<file path="config.mk">
export PLATFORM = sky130hd
export DESIGN_NAME = sv32_mmu
export DESIGN_NICKNAME = d
export VERILOG_FILES = /design/src/verilog/mmu_pkg.sv /design/src/verilog/mem_port_mux.sv /design/src/verilog/page_walker.sv /design/src/verilog/pte_check.sv /design/src/verilog/sv32_mmu.sv /design/src/verilog/sv32_tlb.sv
export SDC_FILE = /design/constraint.sdc
export NUM_CORES = 1
export LEC_CHECK = 0
export BUFFER_PORTS_ARGS = -buffer_cell sky130_fd_sc_hd__buf_2
export CAP_MARGIN = 40
export CELL_PAD_IN_SITES_DETAIL_PLACEMENT = 0
export CELL_PAD_IN_SITES_GLOBAL_PLACEMENT = 2
export CORE_MARGIN = 2
export CORE_UTILIZATION = 47
export DETAILED_ROUTE_END_ITERATION = 10
export PLACE_DENSITY_LB_ADDON = 0.25
export SLEW_MARGIN = 5
export SYNTH_ARGS = -nofsm -noshare
export SYNTH_HDL_FRONTEND = slang
export SYNTH_SLANG_ARGS = --single-unit
</file>
<file path="constraint.sdc">
create_clock -name CLK -period 10.05 [get_ports CLK]
set_input_delay 2.01 -clock CLK [delete_from_list [all_inputs] [get_ports CLK]]
set_output_delay 2.01 -clock CLK [all_outputs]
set_load 0.01 [all_outputs]
</file>
<file path="src/verilog/mmu_pkg.sv">
/*
 * Sv32 MMU shared definitions
 * widths, TLB geometry, PTE bit positions, enums and PTE address helpers
 */
package mmu_pkg;

    localparam int XLEN        = 32;
    localparam int PPN_W       = 20;
    localparam int VPN_W       = 20;
    localparam int TLB_ENTRIES = 4;
    localparam int TLB_IDX_W   = $clog2(TLB_ENTRIES);
    localparam int TLB_TAG_W   = VPN_W - TLB_IDX_W;

    // page table entry flag positions
    localparam int PTE_V = 0;
    localparam int PTE_R = 1;
    localparam int PTE_W = 2;
    localparam int PTE_X = 3;
    localparam int PTE_U = 4;
    localparam int PTE_A = 6;
    localparam int PTE_D = 7;
    // ppn field starts here, 20 bits wide
    localparam int PTE_PPN_LSB = 10;

    typedef enum logic [1:0] {
        ACC_NONE,
        ACC_CODE,
        ACC_READ,
        ACC_WRITE
    } access_t;

    typedef enum logic [1:0] {
        PRIV_U = 2'd0,
        PRIV_S = 2'd1,
        PRIV_M = 2'd3
    } priv_t;

    typedef enum logic [3:0] {
        CAUSE_FETCH_PF = 4'd12,
        CAUSE_LOAD_PF  = 4'd13,
        CAUSE_STORE_PF = 4'd15
    } cause_t;

    typedef enum logic [3:0] {
        IDLE,
        L1_READ,
        L1_WAIT,
        L0_READ,
        L0_WAIT,
        CHECK,
        PTE_WRITE,
        ACCESS,
        ACCESS_WAIT,
        DONE
    } walk_state_t;

    // entry address: table base page plus 4 * index
    function automatic logic [XLEN-1:0] pte_addr(input logic [PPN_W-1:0] base,
                                                 input logic [9:0] idx);
        return {base, idx, 2'b00};
    endfunction

    // physical page of a leaf, superpage keeps vpn0 from the virtual address
    function automatic logic [PPN_W-1:0] leaf_ppn(input logic [XLEN-1:0] pte,
                                                  input logic level,
                                                  input logic [XLEN-1:0] vaddr);
        return level ? {pte[PTE_PPN_LSB+10 +: 10], vaddr[21:12]} : pte[PTE_PPN_LSB +: PPN_W];
    endfunction

endpackage

</file>
<file path="src/verilog/mem_port_mux.sv">
/*
 * Memory port mux
 * address, write data and strobes toward memory for each walker state
 */
`timescale 1ns/1ps

module mem_port_mux (
    input  mmu_pkg::walk_state_t      state,
    input  mmu_pkg::access_t          access,
    input  logic [mmu_pkg::XLEN-1:0]  vaddr,
    input  logic [mmu_pkg::XLEN-1:0]  wdata,
    input  logic [mmu_pkg::PPN_W-1:0] satp_ppn,
    input  logic [mmu_pkg::XLEN-1:0]  cur_pte,
    input  logic [mmu_pkg::XLEN-1:0]  pte_new,
    input  logic [mmu_pkg::XLEN-1:0]  paddr,
    output logic [mmu_pkg::XLEN-1:0]  mem_addr,
    output logic [mmu_pkg::XLEN-1:0]  mem_wdata,
    output logic                      mem_le,
    output logic                      mem_we
);
    import mmu_pkg::*;

    always_comb begin
        mem_addr  = paddr;
        mem_wdata = wdata;
        mem_le    = 1'b0;
        mem_we    = 1'b0;
        case (state)
            L1_READ: begin
                mem_addr = pte_addr(satp_ppn, vaddr[31:22]);
                mem_le   = 1'b1;
            end
            L0_READ: begin
                // next table comes from the level 1 pointer
                mem_addr = pte_addr(cur_pte[PTE_PPN_LSB +: PPN_W], vaddr[21:12]);
                mem_le   = 1'b1;
            end
            PTE_WRITE: begin
                // paddr still holds the entry address here
                mem_wdata = pte_new;
                mem_we    = 1'b1;
            end
            ACCESS: begin
                mem_le = (access == ACC_CODE) || (access == ACC_READ);
                mem_we = (access == ACC_WRITE);
            end
            default: ;
        endcase
    end

endmodule

</file>
<file path="src/verilog/page_walker.sv">
/*
 * Sv32 page walker
 * TLB lookup, two-level walk, A/D write-back and the final memory access
 */
`timescale 1ns/1ps

module page_walker (
    input  logic                      CLK,
    input  logic                      arst_n,
    input  mmu_pkg::access_t          access,
    input  logic [mmu_pkg::XLEN-1:0]  vaddr,
    input  mmu_pkg::priv_t            priv,
    input  logic                      satp_mode,
    input  logic [mmu_pkg::PPN_W-1:0] satp_ppn,
    input  logic [mmu_pkg::XLEN-1:0]  mem_rdata,
    input  logic                      mem_busy,
    input  logic                      hit,
    input  logic [mmu_pkg::PPN_W-1:0] hit_ppn,
    input  logic                      pte_leaf,
    input  logic                      pte_fault,
    input  logic                      pte_update,
    output mmu_pkg::walk_state_t      state,
    output logic [mmu_pkg::XLEN-1:0]  cur_pte,
    output logic                      level,
    output logic [mmu_pkg::XLEN-1:0]  paddr,
    output logic                      fill_code,
    output logic                      fill_dread,
    output logic                      fill_dwrite,
    output logic                      busy,
    output logic [mmu_pkg::XLEN-1:0]  rdata,
    output logic                      fault,
    output mmu_pkg::cause_t           fault_cause
);
    import mmu_pkg::*;

    logic             bypass;
    logic             fill;
    logic [PPN_W-1:0] phys_ppn;

    // machine mode or bare satp skip translation
    assign bypass   = (priv == PRIV_M) || !satp_mode;
    assign phys_ppn = leaf_ppn(cur_pte, level, vaddr);

    // fill after a clean leaf, or once the A/D write is accepted
    assign fill = (state == CHECK && pte_leaf && !pte_fault && !pte_update) ||
                  (state == PTE_WRITE && !mem_busy);

    assign fill_code   = fill && (access == ACC_CODE);
    assign fill_dread  = fill && (access == ACC_READ);
    assign fill_dwrite = fill && (access == ACC_WRITE);

    assign busy = (access != ACC_NONE) && (state != DONE);

    always_comb begin
        case (access)
            ACC_CODE:  fault_cause = CAUSE_FETCH_PF;
            ACC_WRITE: fault_cause = CAUSE_STORE_PF;
            default:   fault_cause = CAUSE_LOAD_PF;
        endcase
    end

    // walk control
    always_ff @(posedge CLK or negedge arst_n) begin
        if (!arst_n) begin
            state <= IDLE;
            level <= 1'b1;
            fault <= 1'b0;
        end else begin
            case (state)
                IDLE: begin
                    if (access != ACC_NONE) begin
                        if (bypass || hit) begin
                            state <= ACCESS;
                        end else begin
                            state <= L1_READ;
                            level <= 1'b1;
                        end
                    end
                end
                L1_READ: if (!mem_busy) state <= L1_WAIT;
                L1_WAIT: if (!mem_busy) state <= CHECK;
                L0_READ: if (!mem_busy) state <= L0_WAIT;
                L0_WAIT: if (!mem_busy) state <= CHECK;
                CHECK: begin
                    if (pte_fault) begin
                        fault <= 1'b1;
                        state <= DONE;
                    end else if (!pte_leaf) begin
                        // pointer at level 1, descend
                        level <= 1'b0;
                        state <= L0_READ;
                    end else if (pte_update) begin
                        state <= PTE_WRITE;
                    end else begin
                        state <= ACCESS;
                    end
                end
                PTE_WRITE:   if (!mem_busy) state <= ACCESS;
                ACCESS:      if (!mem_busy) state <= ACCESS_WAIT;
                ACCESS_WAIT: if (!mem_busy) state <= DONE;
                DONE: begin
                    state <= IDLE;
                    fault <= 1'b0;
                end
                default: state <= IDLE;
            endcase
        end
    end

    // latched entry, address and load data
    always_ff @(posedge CLK) begin
        case (state)
            IDLE: begin
                if (bypass) begin
                    paddr <= vaddr;
                end else if (hit) begin
                    paddr <= {hit_ppn, vaddr[11:0]};
                end else begin
                    paddr <= pte_addr(satp_ppn, vaddr[31:22]);
                end
            end
            L1_WAIT, L0_WAIT: begin
                if (!mem_busy) begin
                    cur_pte <= mem_rdata;
                end
            end
            CHECK: begin
                // keep the entry address while a write-back is pending
                if (!pte_leaf) begin
                    paddr <= pte_addr(cur_pte[PTE_PPN_LSB +: PPN_W], vaddr[21:12]);
                end else if (!pte_update) begin
                    paddr <= {phys_ppn, vaddr[11:0]};
                end
            end
            PTE_WRITE: begin
                if (!mem_busy) begin
                    paddr <= {phys_ppn, vaddr[11:0]};
                end
            end
            ACCESS_WAIT: begin
                if (!mem_busy) begin
                    rdata <= mem_rdata;
                end
            end
            default: ;
        endcase
    end

endmodule

</file>
<file path="src/verilog/pte_check.sv">
/*
 * PTE checker
 * leaf, fault and accessed/dirty update verdict for one page table entry
 */
`timescale 1ns/1ps

module pte_check (
    input  logic [mmu_pkg::XLEN-1:0] pte,
    input  logic                     level,
    input  mmu_pkg::access_t         access,
    input  mmu_pkg::priv_t           priv,
    input  logic                     mxr,
    input  logic                     sum,
    output logic                     pte_leaf,
    output logic                     pte_fault,
    output logic                     pte_update,
    output logic [mmu_pkg::XLEN-1:0] pte_new
);
    import mmu_pkg::*;

    logic is_write;
    logic malformed;
    logic perm_ok;
    logic priv_ok;

    assign is_write = (access == ACC_WRITE);

    // invalid entry or the reserved W-without-R encoding
    assign malformed = !pte[PTE_V] || (pte[PTE_W] && !pte[PTE_R]);
    assign pte_leaf  = pte[PTE_V] && (pte[PTE_R] || pte[PTE_X]);

    // required permission bit, mxr lets X stand in for R
    always_comb begin
        case (access)
            ACC_CODE:  perm_ok = pte[PTE_X];
            ACC_READ:  perm_ok = pte[PTE_R] || (mxr && pte[PTE_X]);
            ACC_WRITE: perm_ok = pte[PTE_W];
            default:   perm_ok = 1'b0;
        endcase
    end

    assign priv_ok = !((priv == PRIV_S && pte[PTE_U] && !sum) ||
                       (priv == PRIV_U && !pte[PTE_U]));

    always_comb begin
        if (malformed) begin
            pte_fault = 1'b1;
        end else if (pte_leaf) begin
            pte_fault = !(perm_ok && priv_ok);
        end else begin
            // pointer entry is only legal at level 1
            pte_fault = !level;
        end
    end

    assign pte_update = pte_leaf && !pte_fault && (!pte[PTE_A] || (is_write && !pte[PTE_D]));

    // write-back value with A set, D too for a store
    always_comb begin
        pte_new        = pte;
        pte_new[PTE_A] = 1'b1;
        if (is_write) begin
            pte_new[PTE_D] = 1'b1;
        end
    end

endmodule

</file>
<file path="src/verilog/sv32_mmu.sv">
/*
 * Sv32 MMU top
 * walker, PTE checker, code/read/write TLBs and the memory port
 */
`timescale 1ns/1ps

module sv32_mmu (
    input  logic                      CLK,
    input  logic                      arst_n,
    input  mmu_pkg::access_t          access,
    input  logic [mmu_pkg::XLEN-1:0]  vaddr,
    input  logic [mmu_pkg::XLEN-1:0]  wdata,
    input  mmu_pkg::priv_t            priv,
    input  logic                      satp_mode,
    input  logic [mmu_pkg::PPN_W-1:0] satp_ppn,
    input  logic                      mxr,
    input  logic                      sum,
    input  logic                      tlb_flush,
    input  logic [mmu_pkg::XLEN-1:0]  mem_rdata,
    input  logic                      mem_busy,
    output logic                      busy,
    output logic [mmu_pkg::XLEN-1:0]  rdata,
    output logic                      fault,
    output mmu_pkg::cause_t           fault_cause,
    output logic [mmu_pkg::XLEN-1:0]  mem_addr,
    output logic [mmu_pkg::XLEN-1:0]  mem_wdata,
    output logic                      mem_le,
    output logic                      mem_we
);
    import mmu_pkg::*;

    walk_state_t      state;
    logic [XLEN-1:0]  cur_pte;
    logic [XLEN-1:0]  pte_new;
    logic [XLEN-1:0]  paddr;
    logic             level;
    logic             pte_leaf;
    logic             pte_fault;
    logic             pte_update;
    logic             fill_code;
    logic             fill_dread;
    logic             fill_dwrite;
    logic [PPN_W-1:0] fill_ppn;
    logic             hit;
    logic [PPN_W-1:0] hit_ppn;
    logic             code_hit;
    logic             dread_hit;
    logic             dwrite_hit;
    logic [PPN_W-1:0] code_ppn;
    logic [PPN_W-1:0] dread_ppn;
    logic [PPN_W-1:0] dwrite_ppn;

    assign fill_ppn = leaf_ppn(cur_pte, level, vaddr);

    // TLB of the requested kind
    always_comb begin
        case (access)
            ACC_CODE:  {hit, hit_ppn} = {code_hit, code_ppn};
            ACC_READ:  {hit, hit_ppn} = {dread_hit, dread_ppn};
            ACC_WRITE: {hit, hit_ppn} = {dwrite_hit, dwrite_ppn};
            default:   {hit, hit_ppn} = '0;
        endcase
    end

    page_walker walker_i (
        .CLK(CLK), .arst_n(arst_n), .access(access), .vaddr(vaddr), .priv(priv),
        .satp_mode(satp_mode), .satp_ppn(satp_ppn), .mem_rdata(mem_rdata),
        .mem_busy(mem_busy), .hit(hit), .hit_ppn(hit_ppn), .pte_leaf(pte_leaf),
        .pte_fault(pte_fault), .pte_update(pte_update), .state(state), .cur_pte(cur_pte),
        .level(level), .paddr(paddr), .fill_code(fill_code), .fill_dread(fill_dread),
        .fill_dwrite(fill_dwrite), .busy(busy), .rdata(rdata), .fault(fault),
        .fault_cause(fault_cause)
    );

    pte_check check_i (
        .pte(cur_pte), .level(level), .access(access), .priv(priv), .mxr(mxr), .sum(sum),
        .pte_leaf(pte_leaf), .pte_fault(pte_fault), .pte_update(pte_update),
        .pte_new(pte_new)
    );

    sv32_tlb tlb_code (
        .CLK(CLK), .arst_n(arst_n), .flush(tlb_flush), .fill(fill_code),
        .lookup_vpn(vaddr[31:12]), .fill_ppn(fill_ppn), .hit(code_hit), .hit_ppn(code_ppn)
    );

    sv32_tlb tlb_dread (
        .CLK(CLK), .arst_n(arst_n), .flush(tlb_flush), .fill(fill_dread),
        .lookup_vpn(vaddr[31:12]), .fill_ppn(fill_ppn), .hit(dread_hit),
        .hit_ppn(dread_ppn)
    );

    sv32_tlb tlb_dwrite (
        .CLK(CLK), .arst_n(arst_n), .flush(tlb_flush), .fill(fill_dwrite),
        .lookup_vpn(vaddr[31:12]), .fill_ppn(fill_ppn), .hit(dwrite_hit),
        .hit_ppn(dwrite_ppn)
    );

    mem_port_mux mux_i (
        .state(state), .access(access), .vaddr(vaddr), .wdata(wdata), .satp_ppn(satp_ppn),
        .cur_pte(cur_pte), .pte_new(pte_new), .paddr(paddr), .mem_addr(mem_addr),
        .mem_wdata(mem_wdata), .mem_le(mem_le), .mem_we(mem_we)
    );

endmodule

</file>
<file path="src/verilog/sv32_tlb.sv">
/*
 * Sv32 TLB
 * direct-mapped translation cache, vpn low bits index, rest is the tag
 */
`timescale 1ns/1ps

module sv32_tlb (
    input  logic                       CLK,
    input  logic                       arst_n,
    input  logic                       flush,
    input  logic                       fill,
    input  logic [mmu_pkg::VPN_W-1:0]  lookup_vpn,
    input  logic [mmu_pkg::PPN_W-1:0]  fill_ppn,
    output logic                       hit,
    output logic [mmu_pkg::PPN_W-1:0]  hit_ppn
);
    import mmu_pkg::*;

    logic [TLB_ENTRIES-1:0] valid;
    logic [TLB_TAG_W-1:0]   tag_mem [TLB_ENTRIES];
    logic [PPN_W-1:0]       ppn_mem [TLB_ENTRIES];

    logic [TLB_IDX_W-1:0]   idx;
    logic [TLB_TAG_W-1:0]   tag;

    assign {tag, idx} = lookup_vpn;

    // combinational lookup
    assign hit     = valid[idx] && (tag_mem[idx] == tag);
    assign hit_ppn = ppn_mem[idx];

    // valid bits, flush wins over a fill in the same cycle
    always_ff @(posedge CLK or negedge arst_n) begin
        if (!arst_n) begin
            valid <= '0;
        end else if (flush) begin
            valid <= '0;
        end else if (fill) begin
            valid[idx] <= 1'b1;
        end
    end

    // tag and ppn storage
    always_ff @(posedge CLK) begin
        if (fill) begin
            tag_mem[idx] <= tag;
            ppn_mem[idx] <= fill_ppn;
        end
    end

endmodule
</file>
==> impl_metrics.py <==
metrics = {
    "synth": {
        "yosys.area_share.adder_pct": 0.311,
        "synthArstFlopShare_pct": 3.16,
        "synth_xor_area_share_pct": 1.97,
        "yosys.area_share.simple_pct": 6.34,
        "yosysWarnings": 0,
        "synthesis.area_um2": 24100,
        "avgSynthCellArea_um2": 16.3,
        "synth_seq_cells": 570,
        "synth_flop_cell": "edfxtp_1",
        "synth_edf_count": 552,
        "synth_cell_types": 63,
        "netlist_instances": 1480,
        "synthMuxAreaShare_pct": 12.1,
        "synth_compound_area_share_pct": 6.33,
        "synth_top_family_by_area": "multiplexers",
        "ys_seq_area_share_pct": 70.5,
    },
    "timing": {
        "grt_setup_unrepaired": "no",
        "relSlewSlack_pct": 30.2,
        "setup_violations": 0,
        "drv_slew": 0,
        "fmax_mhz": 169,
        "tightest_slew_ps": 1050,
        "finalCriticalPeriod_ps": 5920,
        "fin_setup_tns_ps": 0,
        "hold_viol_final": 0,
        "fin_skew_ps": 32.6,
        "period_share_pct": 58.9,
    },
    "clock_network": {
        "insertion_delay_ps": 630,
        "holdBufCountCts": 0,
        "post_cts_buffers": 0,
        "h-tree-depth": 2,
        "clockBufferDepth": 3,
        "clk_pin_slew_ps": 60,
        "cts_sinks": 570,
        "cts_tree": "built",
        "cts_buffers": 58,
        "cts-root-buf": "clkbuf_16",
        "cts_resized": 0,
    },
    "setup_path": {
        "worst-path-max-fanout": 94,
        "worstSetupPathType": "in2reg",
        "endpoint_kind": "flip-flop",
        "startpoint": "vaddr[12]",
        "required_ps": 10390,
        "start_kind": "input port",
        "r2r_start": "walker_i.state[2]$_DFFE_PN0P_",
        "worstPathArrival_ps": 6260,
        "reg2reg_depth": 7,
    },
    "power": {
        "power_density_nw_per_um2": 226,
        "leakagePower_nw": 9.65,
        "peakVddDrop_v": 0.000150,
    },
    "hold_path": {
        "hold_path_class": "reg2reg",
        "whs_path_depth": 2,
        "min_from": "tlb_dread.valid[1]$_DFFE_PN0P_",
    },
    "drt": {
        "vias": 14400,
        "dr.pass1.iters": 5,
        "viasPerCell": 5.92,
        "avgRoutedWirePerCell_um": 26.7,
        "ant_nets": 0,
        "drt-total-wl_um": 64900,
        "drcViolationCount": 0,
        "drtIter0Drc": 1611,
    },
    "global_routing": {
        "grt_overflow": 0,
        "grt_max_degree": 95,
        "grt_first_pass_wirelength_um": 94800,
        "grt_util_all_layers_pct": 24.5,
        "grt_pass1_vias": 14300,
        "antenna_found_initial": 0,
    },
    "die": {
        "dieWidth_um": 231,
        "die_area_um2": 53200,
        "row_count": 83,
        "core_um2": 51100,
        "die-height_um": 231,
        "io_pins": 231,
        "initial_core_util_pct": 47.3,
    },
    "cells_and_area": {
        "fillers": 4134,
        "area_growth_pct": 16.0,
        "regArea_um2": 17000,
        "multi_input_area_um2": 6670,
        "final_nets": 1842,
        "drive_gt1_share_pct": 27.8,
        "post-route-util_pct": 54.8,
    },
    "placed_design": {
        "port_buffers": 228,
        "dp_hpwl_um": 40700,
        "place_congestion": 0.848,
    },
    "run": {
        "maxCapViolCount": 0,
    },
    "outcome": {
        "outcome": "complete, no violations",
    },
}
## synthesized netlist by cell type (7+ instances only)
library cell	count	area [um^2]
edfxtp_1	552	16600
nand2_1	189	709
mux4_2	97	2180
nor2_1	87	327
clkbuf_1	67	251
mux2i_1	60	601
xnor2_1	45	394
a221o_1	30	300
a22oi_1	25	188
o21ai_0	24	120
a21oi_1	21	105
a31oi_1	20	125
inv_1	20	75.1
nand3_1	19	95.1
dfrtp_1	17	425
nand4_1	14	87.6
buf_2	13	65.1
mux2_2	13	146
o211ai_1	12	90.1
nor3_1	11	55.1
o221ai_1	11	96.3
a222oi_1	10	100
o21ai_1	9	45.0
buf_6	8	90.1
nand2b_1	7	43.8
nor2b_1	7	43.8
o22ai_1	7	43.8
## placed cells by master (no fill, tap or decap), types with 14 or more instances in the layout
cell type / instances
xnor2_1: 45
inv_1: 20
nor2_1: 76
a22oi_1: 25
nand2_1: 189
mux2i_1: 60
clkbuf_16: 59
a21oi_1: 21
a221o_1: 30
a31oi_1: 20
mux4_2: 97
buf_4: 36
edfxtp_1: 552
nand3_1: 19
o21ai_0: 23
buf_2: 227
nand4_1: 14
dfrtp_1: 17
## cell families (layout without fill, tap and decap cells)
kind of cell | Yosys count | in the layout
AND/OR/NAND/NOR | 358 | 358
adder cells (fa/ha/maj) | 6 | 6
AO/OA/AOI/OAI | 202 | 202
flip-flops | 570 | 570
buffers and inverters | 122 | 392
XOR/XNOR | 51 | 51
multiplexers | 170 | 170
other | 1 | 3
## power by group
group | internal, mW | switching, mW | leakage (nW)
combinational | 0.441 | 0.791 | 3.54
clock | 1.25 | 0.883 | 0.893
sequential | 2.84 | 0.114 | 5.22
## metal layers
metal	vias up	share of wire, %	track usage (%)
li1	6292	-	-
met1	7400	43	36.0
met2	644	46	38.2
met3	69	8.6	4.71
met4	2	1.6	5.75
met5	-	0.14	1.29
## stage by stage
| stage | cells | total power, mW | hold slack [ps] | setup WS [ps] | area, um^2 |
|---|---|---|---|---|---|
| 6_report | 2432 | 6.32 | 504 | 4130 | 28000 |
| 5_1_grt | 2431 | 6.55 | 520 | 3780 | 28000 |
| 4_1_cts | 2431 | 6.35 | 504 | 4100 | 28000 |
| 3_5_place_dp | 2329 | 4.23 | 487 | 3460 | 26200 |
| 3_3_place_gp | 2320 | 4.20 | 477 | 3290 | 26000 |
| 2_1_floorplan | 1481 | 3.69 | 457 | 3230 | 24200 |
## worst max-delay path: stages
cell       delay (ps)
buf_8             680
buf_4             720
mux4_2            600
xnor2_1           280
nand4_1           160
nor3_1            190
o2111ai_1         280
a31oi_4           720
or2_2             370
o211ai_1          130
## sequential cells by signal, summed over array words and instances, names as in the netlist
| register | count |
|---|---|
| tlb_code.ppn_mem | 80 |
| tlb_dread.ppn_mem | 80 |
| tlb_dwrite.ppn_mem | 80 |
| tlb_code.tag_mem | 72 |
| tlb_dread.tag_mem | 72 |
| tlb_dwrite.tag_mem | 72 |
| walker_i.cur_pte | 32 |
| walker_i.paddr | 32 |
| walker_i.rdata | 32 |
| tlb_code.valid | 4 |
| tlb_dread.valid | 4 |
| tlb_dwrite.valid | 4 |
| walker_i.state | 4 |
| walker_i.fault | 1 |
| walker_i.level | 1 |
## path summary, 6_finish.rpt
path | to | slack, ps
min reg2reg | tlb_dread.valid[1]$_DFFE_PN0P_ | 500
max | walker_i.paddr[6]$_DFFE_PP_ | 4130
max reg2reg | tlb_code.tag_mem[1][5]$_DFFE_PP_ | 6020
min | tlb_dread.valid[1]$_DFFE_PN0P_ | 500
min in group asynchronous | walker_i.fault$_DFFE_PN0P_ | 1330
max in group asynchronous | walker_i.level$_DFFE_PN1P_ | 8390
## layout make-up
cell class	instances	share of cell area (%)
tap	680	3.04
inverter	21	0.281
sequential	570	60.8
timing repair buffer	269	5.46
clock inverter	30	1.16
multi-input combinational	789	23.8
antenna	1	0.00894
clock buffer	72	5.45
No activity file was read; power rests on OpenSTA's default activity.
